File: config.mk
export PLATFORM = sky130hd
export DESIGN_NAME = bpb_top
export DESIGN_NICKNAME = d
export VERILOG_FILES = /design/src/hw/bpb_pkg.sv /design/src/hw/bpb_line.sv /design/src/hw/bpb_table.sv /design/src/hw/bpb_update_queue.sv /design/src/hw/next_pc_unit.sv /design/src/hw/bpb_top.sv
export VERILOG_INCLUDE_DIRS = /design/src /design/src/hw
export SDC_FILE = /design/constraint.sdc
export NUM_CORES = 2
export LEC_CHECK = 0
export BUFFER_PORTS_ARGS = -buffer_cell sky130_fd_sc_hd__buf_2
export CORE_AREA = 3 3 355 357
export DETAILED_ROUTE_END_ITERATION = 10
export DIE_AREA = 0 0 358 360
export PLACE_DENSITY = 0.77
export SLEW_MARGIN = 10
export SYNTH_ARGS = -nofsm -noshare
export SYNTH_HDL_FRONTEND = slang
export SYNTH_HIERARCHICAL = 1
export SYNTH_SLANG_ARGS = --single-unit
File: constraint.sdc
create_clock -name clk -period 4.4 [get_ports clk]
set_input_delay 0.44 -clock clk [delete_from_list [all_inputs] [get_ports clk]]
set_output_delay 0.44 -clock clk [all_outputs]
set_load 0.05 [all_outputs]
File: src/hw/bpb_params.svh
`ifndef BPB_PARAMS_SVH
`define BPB_PARAMS_SVH

// Index bits of the direct-mapped table, 2**BPB_ENTRY_WIDTH lines
`define BPB_ENTRY_WIDTH 4

// Tag covers address bits 31 down to 2 + BPB_ENTRY_WIDTH
`define BPB_TAG_WIDTH (30 - `BPB_ENTRY_WIDTH)

// Update queue entries, equal to the credits the commit stage starts with
`define UPDQ_DEPTH 4

`endif

File: src/hw/bpb_pkg.sv
package bpb_pkg;

    // ========================================
    // Basic words
    // ========================================

    typedef logic [31:0] word_t;

    // Prediction returned per fetch slot
    typedef struct packed
    {
        logic  taken;
        word_t destpc;
    } bpb_result_t;

    // Resolved branch coming back from commit
    typedef struct packed
    {
        word_t pc;
        word_t destpc;
        logic  taken;
    } bpb_update_t;

    // ========================================
    // Two-bit saturating counter
    // ========================================

    // Upper bit is the taken prediction
    typedef enum logic [1:0]
    {
        CTR_STRONG_NT = 2'b00,
        CTR_WEAK_NT   = 2'b01,
        CTR_WEAK_T    = 2'b10,
        CTR_STRONG_T  = 2'b11
    } ctr_e;

endpackage

File: src/hw/bpb_line.sv
`timescale 1ns/1ps

`include "bpb_params.svh"

module bpb_line
(
    input  logic                       clk,
    input  logic                       reset,
    input  logic                       stall,
    input  bpb_pkg::word_t       [1:0] pc_predict,
    output logic                 [1:0] hit_predict,
    output bpb_pkg::bpb_result_t [1:0] destpc_predict,
    input  bpb_pkg::word_t             pc_commit,
    input  logic                       wen,
    input  bpb_pkg::bpb_result_t       destpc_commit
);
    import bpb_pkg::*;

    logic                        valid;
    logic [`BPB_TAG_WIDTH - 1:0] tag;
    logic [`BPB_TAG_WIDTH - 1:0] tag_commit;
    word_t                       destpc;
    ctr_e                        state;
    logic                        write;
    logic                        reload;

    // Weak taken falls straight back to strong not taken on a miss
    function automatic ctr_e ctr_step(input ctr_e cur, input logic taken);
        ctr_e nxt;
        case (cur)
            CTR_STRONG_NT: nxt = taken ? CTR_WEAK_NT  : CTR_STRONG_NT;
            CTR_WEAK_NT:   nxt = taken ? CTR_STRONG_T : CTR_STRONG_NT;
            CTR_WEAK_T:    nxt = taken ? CTR_STRONG_T : CTR_STRONG_NT;
            default:       nxt = taken ? CTR_STRONG_T : CTR_WEAK_T;
        endcase
        return nxt;
    endfunction

    assign tag_commit = pc_commit[31 -: `BPB_TAG_WIDTH];
    assign write      = wen && !stall;
    assign reload     = !valid || (tag != tag_commit);

    always_ff @(posedge clk, posedge reset)
    begin
        if (reset)
            valid <= 1'b0;
        else if (write)
            valid <= 1'b1;
    end

    always_ff @(posedge clk)
    begin
        if (write)
        begin
            if (reload)
            begin
                tag    <= tag_commit;
                destpc <= destpc_commit.destpc;
                state  <= CTR_STRONG_NT;
            end
            else
                state <= ctr_step(state, destpc_commit.taken);
        end
    end

    always_comb
    begin
        for (int s = 0; s < 2; s++)
        begin
            hit_predict[s]           = valid && (tag == pc_predict[s][31 -: `BPB_TAG_WIDTH]);
            destpc_predict[s].taken  = hit_predict[s] && state[1];
            destpc_predict[s].destpc = destpc;
        end
    end

endmodule

File: src/hw/bpb_table.sv
`timescale 1ns/1ps

`include "bpb_params.svh"

module bpb_table
(
    input  logic                       clk,
    input  logic                       reset,
    input  logic                       stall,
    input  bpb_pkg::word_t       [1:0] pc_predict,
    output logic                 [1:0] hit_predict,
    output bpb_pkg::bpb_result_t [1:0] destpc_predict,
    input  logic                       wen,
    input  bpb_pkg::bpb_update_t       upd
);
    import bpb_pkg::*;

    localparam int NUM_LINES = 1 << `BPB_ENTRY_WIDTH;

    logic        [`BPB_ENTRY_WIDTH - 1:0] upd_idx;
    logic        [`BPB_ENTRY_WIDTH - 1:0] pred_idx [2];
    logic        [NUM_LINES - 1:0]        line_wen;
    bpb_result_t                          commit_res;
    logic        [1:0]                    line_hit [NUM_LINES];
    bpb_result_t [1:0]                    line_res [NUM_LINES];

    // ========================================
    // Update port decode
    // ========================================

    assign upd_idx           = upd.pc[2 +: `BPB_ENTRY_WIDTH];
    assign commit_res.taken  = upd.taken;
    assign commit_res.destpc = upd.destpc;

    always_comb
    begin
        line_wen = '0;
        line_wen[upd_idx] = wen;
    end

    // ========================================
    // Lines
    // ========================================

    for (genvar i = 0; i < NUM_LINES; i++)
    begin : g_line
        bpb_line u_line
        (
            .clk            (clk),
            .reset          (reset),
            .stall          (stall),
            .pc_predict     (pc_predict),
            .hit_predict    (line_hit[i]),
            .destpc_predict (line_res[i]),
            .pc_commit      (upd.pc),
            .wen            (line_wen[i]),
            .destpc_commit  (commit_res)
        );
    end

    // ========================================
    // Predict port select
    // ========================================

    // Each slot looks only at the line its own index bits name
    always_comb
    begin
        for (int s = 0; s < 2; s++)
        begin
            pred_idx[s]       = pc_predict[s][2 +: `BPB_ENTRY_WIDTH];
            hit_predict[s]    = line_hit[pred_idx[s]][s];
            destpc_predict[s] = line_res[pred_idx[s]][s];
        end
    end

endmodule

File: src/hw/bpb_update_queue.sv
`timescale 1ns/1ps

`include "bpb_params.svh"

module bpb_update_queue
(
    input  logic                 clk,
    input  logic                 reset,
    input  logic                 stall,
    input  logic                 upd_valid,
    input  bpb_pkg::bpb_update_t upd_in,
    output logic                 wen,
    output bpb_pkg::bpb_update_t upd_out,
    output logic                 credit_return
);
    import bpb_pkg::*;

    localparam int PTR_W = (`UPDQ_DEPTH > 1) ? $clog2(`UPDQ_DEPTH) : 1;
    localparam int CNT_W = $clog2(`UPDQ_DEPTH + 1);

    bpb_update_t        mem [`UPDQ_DEPTH];
    logic [PTR_W - 1:0] wr_ptr;
    logic [PTR_W - 1:0] rd_ptr;
    logic [CNT_W - 1:0] count;
    logic               out_valid;
    logic               pop;
    logic               out_free;
    logic               fifo_rd;
    logic               bypass;
    logic               push;

    // The output stage is the head seen by the table
    assign pop      = out_valid && !stall;
    assign out_free = !out_valid || pop;
    assign fifo_rd  = out_free && (count != '0);
    assign bypass   = out_free && (count == '0) && upd_valid;
    assign push     = upd_valid && !bypass;

    assign wen           = pop;
    assign credit_return = pop;

    function automatic logic [PTR_W - 1:0] ptr_inc(input logic [PTR_W - 1:0] p);
        return (p == PTR_W'(`UPDQ_DEPTH - 1)) ? '0 : p + 1'b1;
    endfunction

    always_ff @(posedge clk, posedge reset)
    begin
        if (reset)
        begin
            wr_ptr    <= '0;
            rd_ptr    <= '0;
            count     <= '0;
            out_valid <= 1'b0;
        end
        else
        begin
            if (push)
                wr_ptr <= ptr_inc(wr_ptr);
            if (fifo_rd)
                rd_ptr <= ptr_inc(rd_ptr);
            count <= count + CNT_W'(push) - CNT_W'(fifo_rd);
            if (out_free)
                out_valid <= fifo_rd || bypass;
        end
    end

    always_ff @(posedge clk)
    begin
        if (push)
            mem[wr_ptr] <= upd_in;
        if (fifo_rd)
            upd_out <= mem[rd_ptr];
        else if (bypass)
            upd_out <= upd_in;
    end

endmodule

File: src/hw/next_pc_unit.sv
`timescale 1ns/1ps

module next_pc_unit
(
    input  logic                 [1:0] hit_predict,
    input  bpb_pkg::bpb_result_t [1:0] destpc_predict,
    input  bpb_pkg::word_t       [1:0] pc_predict,
    output bpb_pkg::word_t             next_pc
);

    // Slot 0 is older in program order so its taken branch wins
    always_comb
    begin
        if (hit_predict[0] && destpc_predict[0].taken)
            next_pc = destpc_predict[0].destpc;
        else if (hit_predict[1] && destpc_predict[1].taken)
            next_pc = destpc_predict[1].destpc;
        else
            next_pc = pc_predict[0] + 32'd8;
    end

endmodule

File: src/hw/bpb_top.sv
`timescale 1ns/1ps

module bpb_top
(
    input  logic                       clk,
    input  logic                       reset,
    input  logic                       stall,
    input  bpb_pkg::word_t       [1:0] pc_predict,
    input  logic                       upd_valid,
    input  bpb_pkg::bpb_update_t       upd,
    output logic                       credit_return,
    output logic                 [1:0] hit_predict,
    output bpb_pkg::bpb_result_t [1:0] destpc_predict,
    output bpb_pkg::word_t             next_pc
);
    import bpb_pkg::*;

    logic        tbl_wen;
    bpb_update_t tbl_upd;

    // ========================================
    // Update path
    // ========================================

    bpb_update_queue u_queue
    (
        .clk           (clk),
        .reset         (reset),
        .stall         (stall),
        .upd_valid     (upd_valid),
        .upd_in        (upd),
        .wen           (tbl_wen),
        .upd_out       (tbl_upd),
        .credit_return (credit_return)
    );

    bpb_table u_table
    (
        .clk            (clk),
        .reset          (reset),
        .stall          (stall),
        .pc_predict     (pc_predict),
        .hit_predict    (hit_predict),
        .destpc_predict (destpc_predict),
        .wen            (tbl_wen),
        .upd            (tbl_upd)
    );

    // ========================================
    // Predict path
    // ========================================

    next_pc_unit u_next_pc
    (
        .hit_predict    (hit_predict),
        .destpc_predict (destpc_predict),
        .pc_predict     (pc_predict),
        .next_pc        (next_pc)
    );

endmodule

; ---- Word level (Yosys, flattened, before mapping)
; Memory sizes are Yosys's and may differ from the RTL's.
; Index checks and enable logic that the tools add are counted.
[totals]
mem_bits_rw = 260
register_bits = 1049
output_inout_bits = 101
wordCells = 383
in_bits = 133
n_memories = 1
[memory_table]
columns = memory, words, width, read_ports, rd_clocked_by_memory_dff, wr, line
row1 = u_queue.mem, 4, 65, 1, 0, 1, bpb_update_queue.sv:21  ; bpb_update_t mem [`UPDQ_DEPTH];
[classes]
add_sub_neg = 5
order_cmp = 4
n_reduce_logical = 176
eq_ne = 82
n_bitwise = 3
mux = 41
[ops]
columns = cell, n
row1 = == test 26 bit, 32
row2 = binary-select mux 66 bit (select 4 bit), 2
row3 = inequality test 26 bit, 16
row4 = two-way mux 66 bit, 2
row5 = two-way mux 65 bit, 2
row6 = logical AND 1 bit, 88
row7 = two-way mux 33 bit, 2
row8 = two-way mux 32 bit, 2
row9 = one-hot mux 2 bit (2 select lines), 16
row10 = == test 2 bit (second input constant), 18
row11 = adder 32 x 4 -> 32 bit (second input constant), 1
row12 = == test 2 x 1 -> 1 bit (second input constant), 16
row13 = logical NOT 2 bit, 16
row14 = AND reduction 2 bit, 16
row15 = OR reduction 2 bit, 16
row16 = logical NOT 1 bit, 19
row17 = logical OR 1 bit, 18
row18 = bitwise AND 16 bit, 1
row19 = binary-select mux 2 bit (select 4 bit), 2
row20 = greater-or-equal comparator 5 bit (second input constant), 2
row21 = two-way mux 2 bit, 5
row22 = inverter 4 -> 5 bit, 2
row23 = two-way mux 1 bit, 7
row24 = < comparator 4 x 5 -> 1 bit (second input constant), 1
row25 = other kinds (8), 9

; ---- Logic depth before layout (Yosys ltp)
[logic_depth]
word_depth = 9
ltp_mapped = 13
mapped_depth_nobuf = 11

; ---- Cells and area by module
; Netlist, hierarchy kept.
[by_module_without_submodules]
columns = module, n_inst, cells_per_inst, area_per_inst_um2, seq_area_each_um2
row1 = bpb_line (u_table.g_line[14].u_line ...), 11, 216, 3021.6, 1826.8
row2 = bpb_line (u_table.g_line[0].u_line ...), 5, 217, 3020.4, 1826.8
row3 = bpb_update_queue, 1, 522, 12587.1, 9959.6
row4 = bpb_table, 1, 597, 8010.2, 0.0
row5 = next_pc_unit, 1, 199, 1179.9, 0.0

; ---- Worst setup path after synthesis
; OpenSTA, ideal clock, no wires.
[synth_path]
path_kind = input to register
from = input stall
to = register u_table.g_line[0].u_line.destpc[0] (enable)
setup_ps = 493
t_arrival_ps = 4979
path_slack_ps = -1072
required_ps = 3907
path_stages = 6
n_path_buf = 1
cell_sequence = nor2b_1 -> buf_4 -> or3b_2 -> nor3_1 -> nand2b_1 -> a21oi_1
[synth_via]
elab_chain_cells = 5
[synth_rtl]
columns = item, line
row1 = "start, declared", bpb_top.sv:7  ; input logic stall,
row2 = logical NOT 1 bit, bpb_update_queue.sv:33  ; assign pop = out_valid && !stall;
row3 = logical AND 1 bit, bpb_update_queue.sv:33
row4 = net tbl_wen, bpb_top.sv:18  ; logic tbl_wen;
row5 = bitwise AND 16 bit (no line), --
row6 = net u_table.line_wen[0], bpb_table.sv:22  ; logic [NUM_LINES - 1:0] line_wen;
row7 = logical AND 1 bit, bpb_line.sv:40  ; assign write = wen && !stall;
row8 = AND reduction 2 bit (no line), --
row9 = "end signal, assigned", bpb_line.sv:58  ; destpc <= destpc_commit.destpc;
row10 = "end, declared", bpb_line.sv:22  ; word_t destpc;
; The timed path passes the listed nets, and every way through them passes these cells.
; A chain may end at the register's enable or synchronous reset.

==> Flow_metrics.wiki <==
{| class="wikitable"
! Metric !! Value
|-
| Via count of the first global-routing pass || approximately 45000
|-
| Launching point of the worst reg2reg path || u_queue/upd_out[60]
|-
| Sinks on Clock Net || 1299
|-
| Final-layout fill cell count || around 8600
|-
| Power per standard cell area || just under 500 mW/mm2
|-
| Buffers added on ports || 229
|-
| Number of iterations in the first detailed-routing pass || 6
|-
| Setup slack, reg-to-reg || 0.81 ns
|-
| Yosys warnings || 6
|-
| Number of pins with negative max-slew slack in the final report || 0
|-
| Via count || 45400
|-
| Element type at the critical path end || primary output
|-
| Initial Util || a little under three fifths
|-
| Endpoint of the worst register-to-register path || u_table/g_line[4].u_line/destpc[25]
|-
| Nets || 5120
|-
| Core area || ~0.12 mm2
|-
| Syn nets || 4923
|-
| Relative slew margins || 13.0%
|-
| Estimated wirelength of the detail-placed design || roughly 140000 um
|-
| Width of the die || 358 um
|-
| Startpoint Class || flip-flop
|-
| Final hold violation count || 0
|-
| Number of cells traversed by the worst register-to-register path || 6
|-
| Final setup viols || 28
|-
| Worst path setup slack after routing || -0.136 ns
|-
| Routed wire length per instance || 34.5 um
|-
| Avg Vias per Cell || 6.75
|-
| Largest net degree at the start of global routing || 80
|-
| Initial antenna violation count || 9
|-
| Setup repair after global routing missed its margin || yes
|-
| Min cycle time layout || 4.54 ns
|-
| CTS H-tree lvls || 4
|-
| Worst Hold Class || input pin to flip-flop
|-
| Finished Core Util || 64.7%
|-
| Measured slew at the worst slew-check pin || 1.30 ns
|-
| Synthesized instance count || 4765
|-
| Total grt overflow || 0
|-
| Number of top-level pins || 234
|-
| Result of the run || finished with violations
|-
| Iteration-0 DRC count of the detailed router || 6880
|-
| Area delta synth->final || 14.4%
|-
| Worst skew pair latency || ~0.80 ns
|-
| Die area || 0.129 mm2
|-
| Worst slack at placement || -0.146 ns
|-
| HP Start || stall
|-
| Mean cell area of the mapped netlist || approximately 15 um2
|-
| Sink of the worst hold path || u_table/g_line[14].u_line/valid
|-
| Clock edge transition at the registers on the reported setup and hold paths || 0.06 ns
|-
| Post-Syn Area || 0.0697 mm2
|-
| Max-capacitance violation count || 0
|-
| DRC viols || 0
|-
| CP max FO || 5
|-
| TritonCTS clock tree || done
|-
| Die height || about 360 um
|-
| Top achievable clock speed || approximately 220 MHz
|-
| Kind of critical path || flip-flop to primary output
|-
| Row cnt || 129
|-
| Root cell of the clock tree || sky130_fd_sc_hd__clkbuf_16
|-
| Number of cells traversed by the worst hold path || 3
|-
| Violations in the final reports || negative setup slack
|-
| Fraction of layout cells with a size suffix above 1 || 28.4%
|-
| WP data required || 3.96 ns
|-
| Drt total wl || roughly 230000 um
|-
| Share of the cycle needed by the critical path after routing || 103%
|-
| Maximum buffer depth of the clock tree || 3
|-
| Arrival time of data at the critical path endpoint || 4.10 ns
|-
| Post-route antenna net violation count || 0
|-
| Final Wtd Congestion || 1.01
|-
| Clock buffer count from CTS || 140
|-
| Wire length of the first global-routing pass || approximately 330000 um
|-
| Total Routing Usage GR || 35.8%
|-
| P_leak || 27.1 nW
|-
| Worst clock skew || about 0.024 ns
|-
| Peak supply drop || 0.419 mV
|}
==> layout make-up <==
class,instances,area [um2],share of cell area [%]
Inverter,79,297,0.372
Timing Repair Buffer,694,6720,8.43
Clock buffer,171,3700,4.64
Clock inverter,87,962,1.21
Sequential cell,1299,38900,48.8
Antenna cell,4,10.0,0.0125
Multi-Input combinational cell,2748,27100,34.0
Tap cell,1637,2050,2.57
==> power breakdown <==
group          internal [mW]  switching [mW]  total (mW)  leakage, nW
Combinational           3.69            5.78        9.48         12.9
Sequential              16.1            1.60        17.7         11.9
Clock                   6.99            5.10        12.1         2.27
Total                   26.8            12.5        39.2         27.1
==> state kept, by name, indices dropped and copies added (netlist names) <==
register                      cells
u_queue/mem                     252
u_queue/rd_ptr                    2
u_queue/count                     3
u_table/g_line.u_line/destpc    512
u_table/g_line.u_line/valid      16
u_queue/out_valid                 1
u_table/g_line.u_line/state      32
u_queue/upd_out                  63
u_table/g_line.u_line/tag       416
u_queue/wr_ptr                    2
==> critical path, stage by stage (launching register included) <==
cell,delay (ns)
sky130_fd_sc_hd__edfxtp_1,0.40
sky130_fd_sc_hd__buf_4,0.17
sky130_fd_sc_hd__xor2_2,0.19
sky130_fd_sc_hd__nor4_2,0.24
sky130_fd_sc_hd__nand3_1,0.21
sky130_fd_sc_hd__nor4_4,0.34
sky130_fd_sc_hd__buf_4,0.21
sky130_fd_sc_hd__mux4_2,0.25
sky130_fd_sc_hd__a22oi_2,0.08
sky130_fd_sc_hd__nand2_2,0.13
sky130_fd_sc_hd__buf_6,0.10
sky130_fd_sc_hd__and2_4,0.22
sky130_fd_sc_hd__buf_8,0.16
sky130_fd_sc_hd__nor2_4,0.07
sky130_fd_sc_hd__buf_6,0.14
sky130_fd_sc_hd__a21oi_4,0.22
sky130_fd_sc_hd__buf_12,0.17
==> per-layer routing <==
metal  share of wire, %  track usage (%)  vias up
li1                   -                -    17900
met4                7.0             20.5        6
met1                 35             47.3    22700
met5              0.018                0        -
met3                 14             10.8      907
met2                 44             52.7     3885
==> worst max path at each step <==
stage / startpoint / endpoint / slack (ns) / cells after the start
2_1_floorplan: u_table/g_line[1].u_line/tag[5] / next_pc[5] / 0.17 / 12
3_3_place_gp: pc_predict[14] / next_pc[13] / -0.10 / 16
3_5_place_dp: pc_predict[19] / next_pc[13] / -0.15 / 16
4_1_cts: u_table/g_line[12].u_line/tag[10] / next_pc[13] / -0.08 / 16
5_1_grt: u_table/g_line[8].u_line/tag[24] / next_pc[25] / -0.21 / 16
6_report: u_table/g_line[8].u_line/tag[13] / next_pc[13] / -0.14 / 16
==> cell usage in the layout (no fill, tap or decap), types with 67 or more instances in the layout <==
cell,n
sky130_fd_sc_hd__edfxtp_1,1275
sky130_fd_sc_hd__xor2_1,689
sky130_fd_sc_hd__xnor2_1,568
sky130_fd_sc_hd__mux4_2,335
sky130_fd_sc_hd__buf_4,269
sky130_fd_sc_hd__buf_2,193
sky130_fd_sc_hd__nand4_1,150
sky130_fd_sc_hd__clkbuf_16,144
sky130_fd_sc_hd__nand2_1,139
sky130_fd_sc_hd__buf_12,132
sky130_fd_sc_hd__a22oi_1,130
sky130_fd_sc_hd__nor4_1,126
sky130_fd_sc_hd__inv_1,79
sky130_fd_sc_hd__mux2_2,67
==> stage by stage <==
stage	TNS, ns	instance area, um2	instances	hold WS [ns]	power [mW]
after floorplan	0	69800	4765	0.169	22.8
after global placement	-0.383	72700	6312	0.517	26.6
after detailed placement	-0.749	72700	6312	0.524	26.8
after CTS	-1.20	78900	6665	0.239	38.9
after global routing	-4.58	79800	6715	0.304	40.2
final	-1.81	79800	6719	0.276	39.2
==> what timing repair did <==
| action | CTS | global route |
|---|---|---|
| hold endpoints to repair | 299 | 0 |
| resized for setup | 148 | 92 |
| hold buffers | 65 | 0 |
| buffers inserted | 35 | 51 |
| setup endpoints to repair | 32 | 32 |
| pin swaps | 44 | 58 |
| cloned | 0 | 1 |
Power figures use the tool's default switching activity.
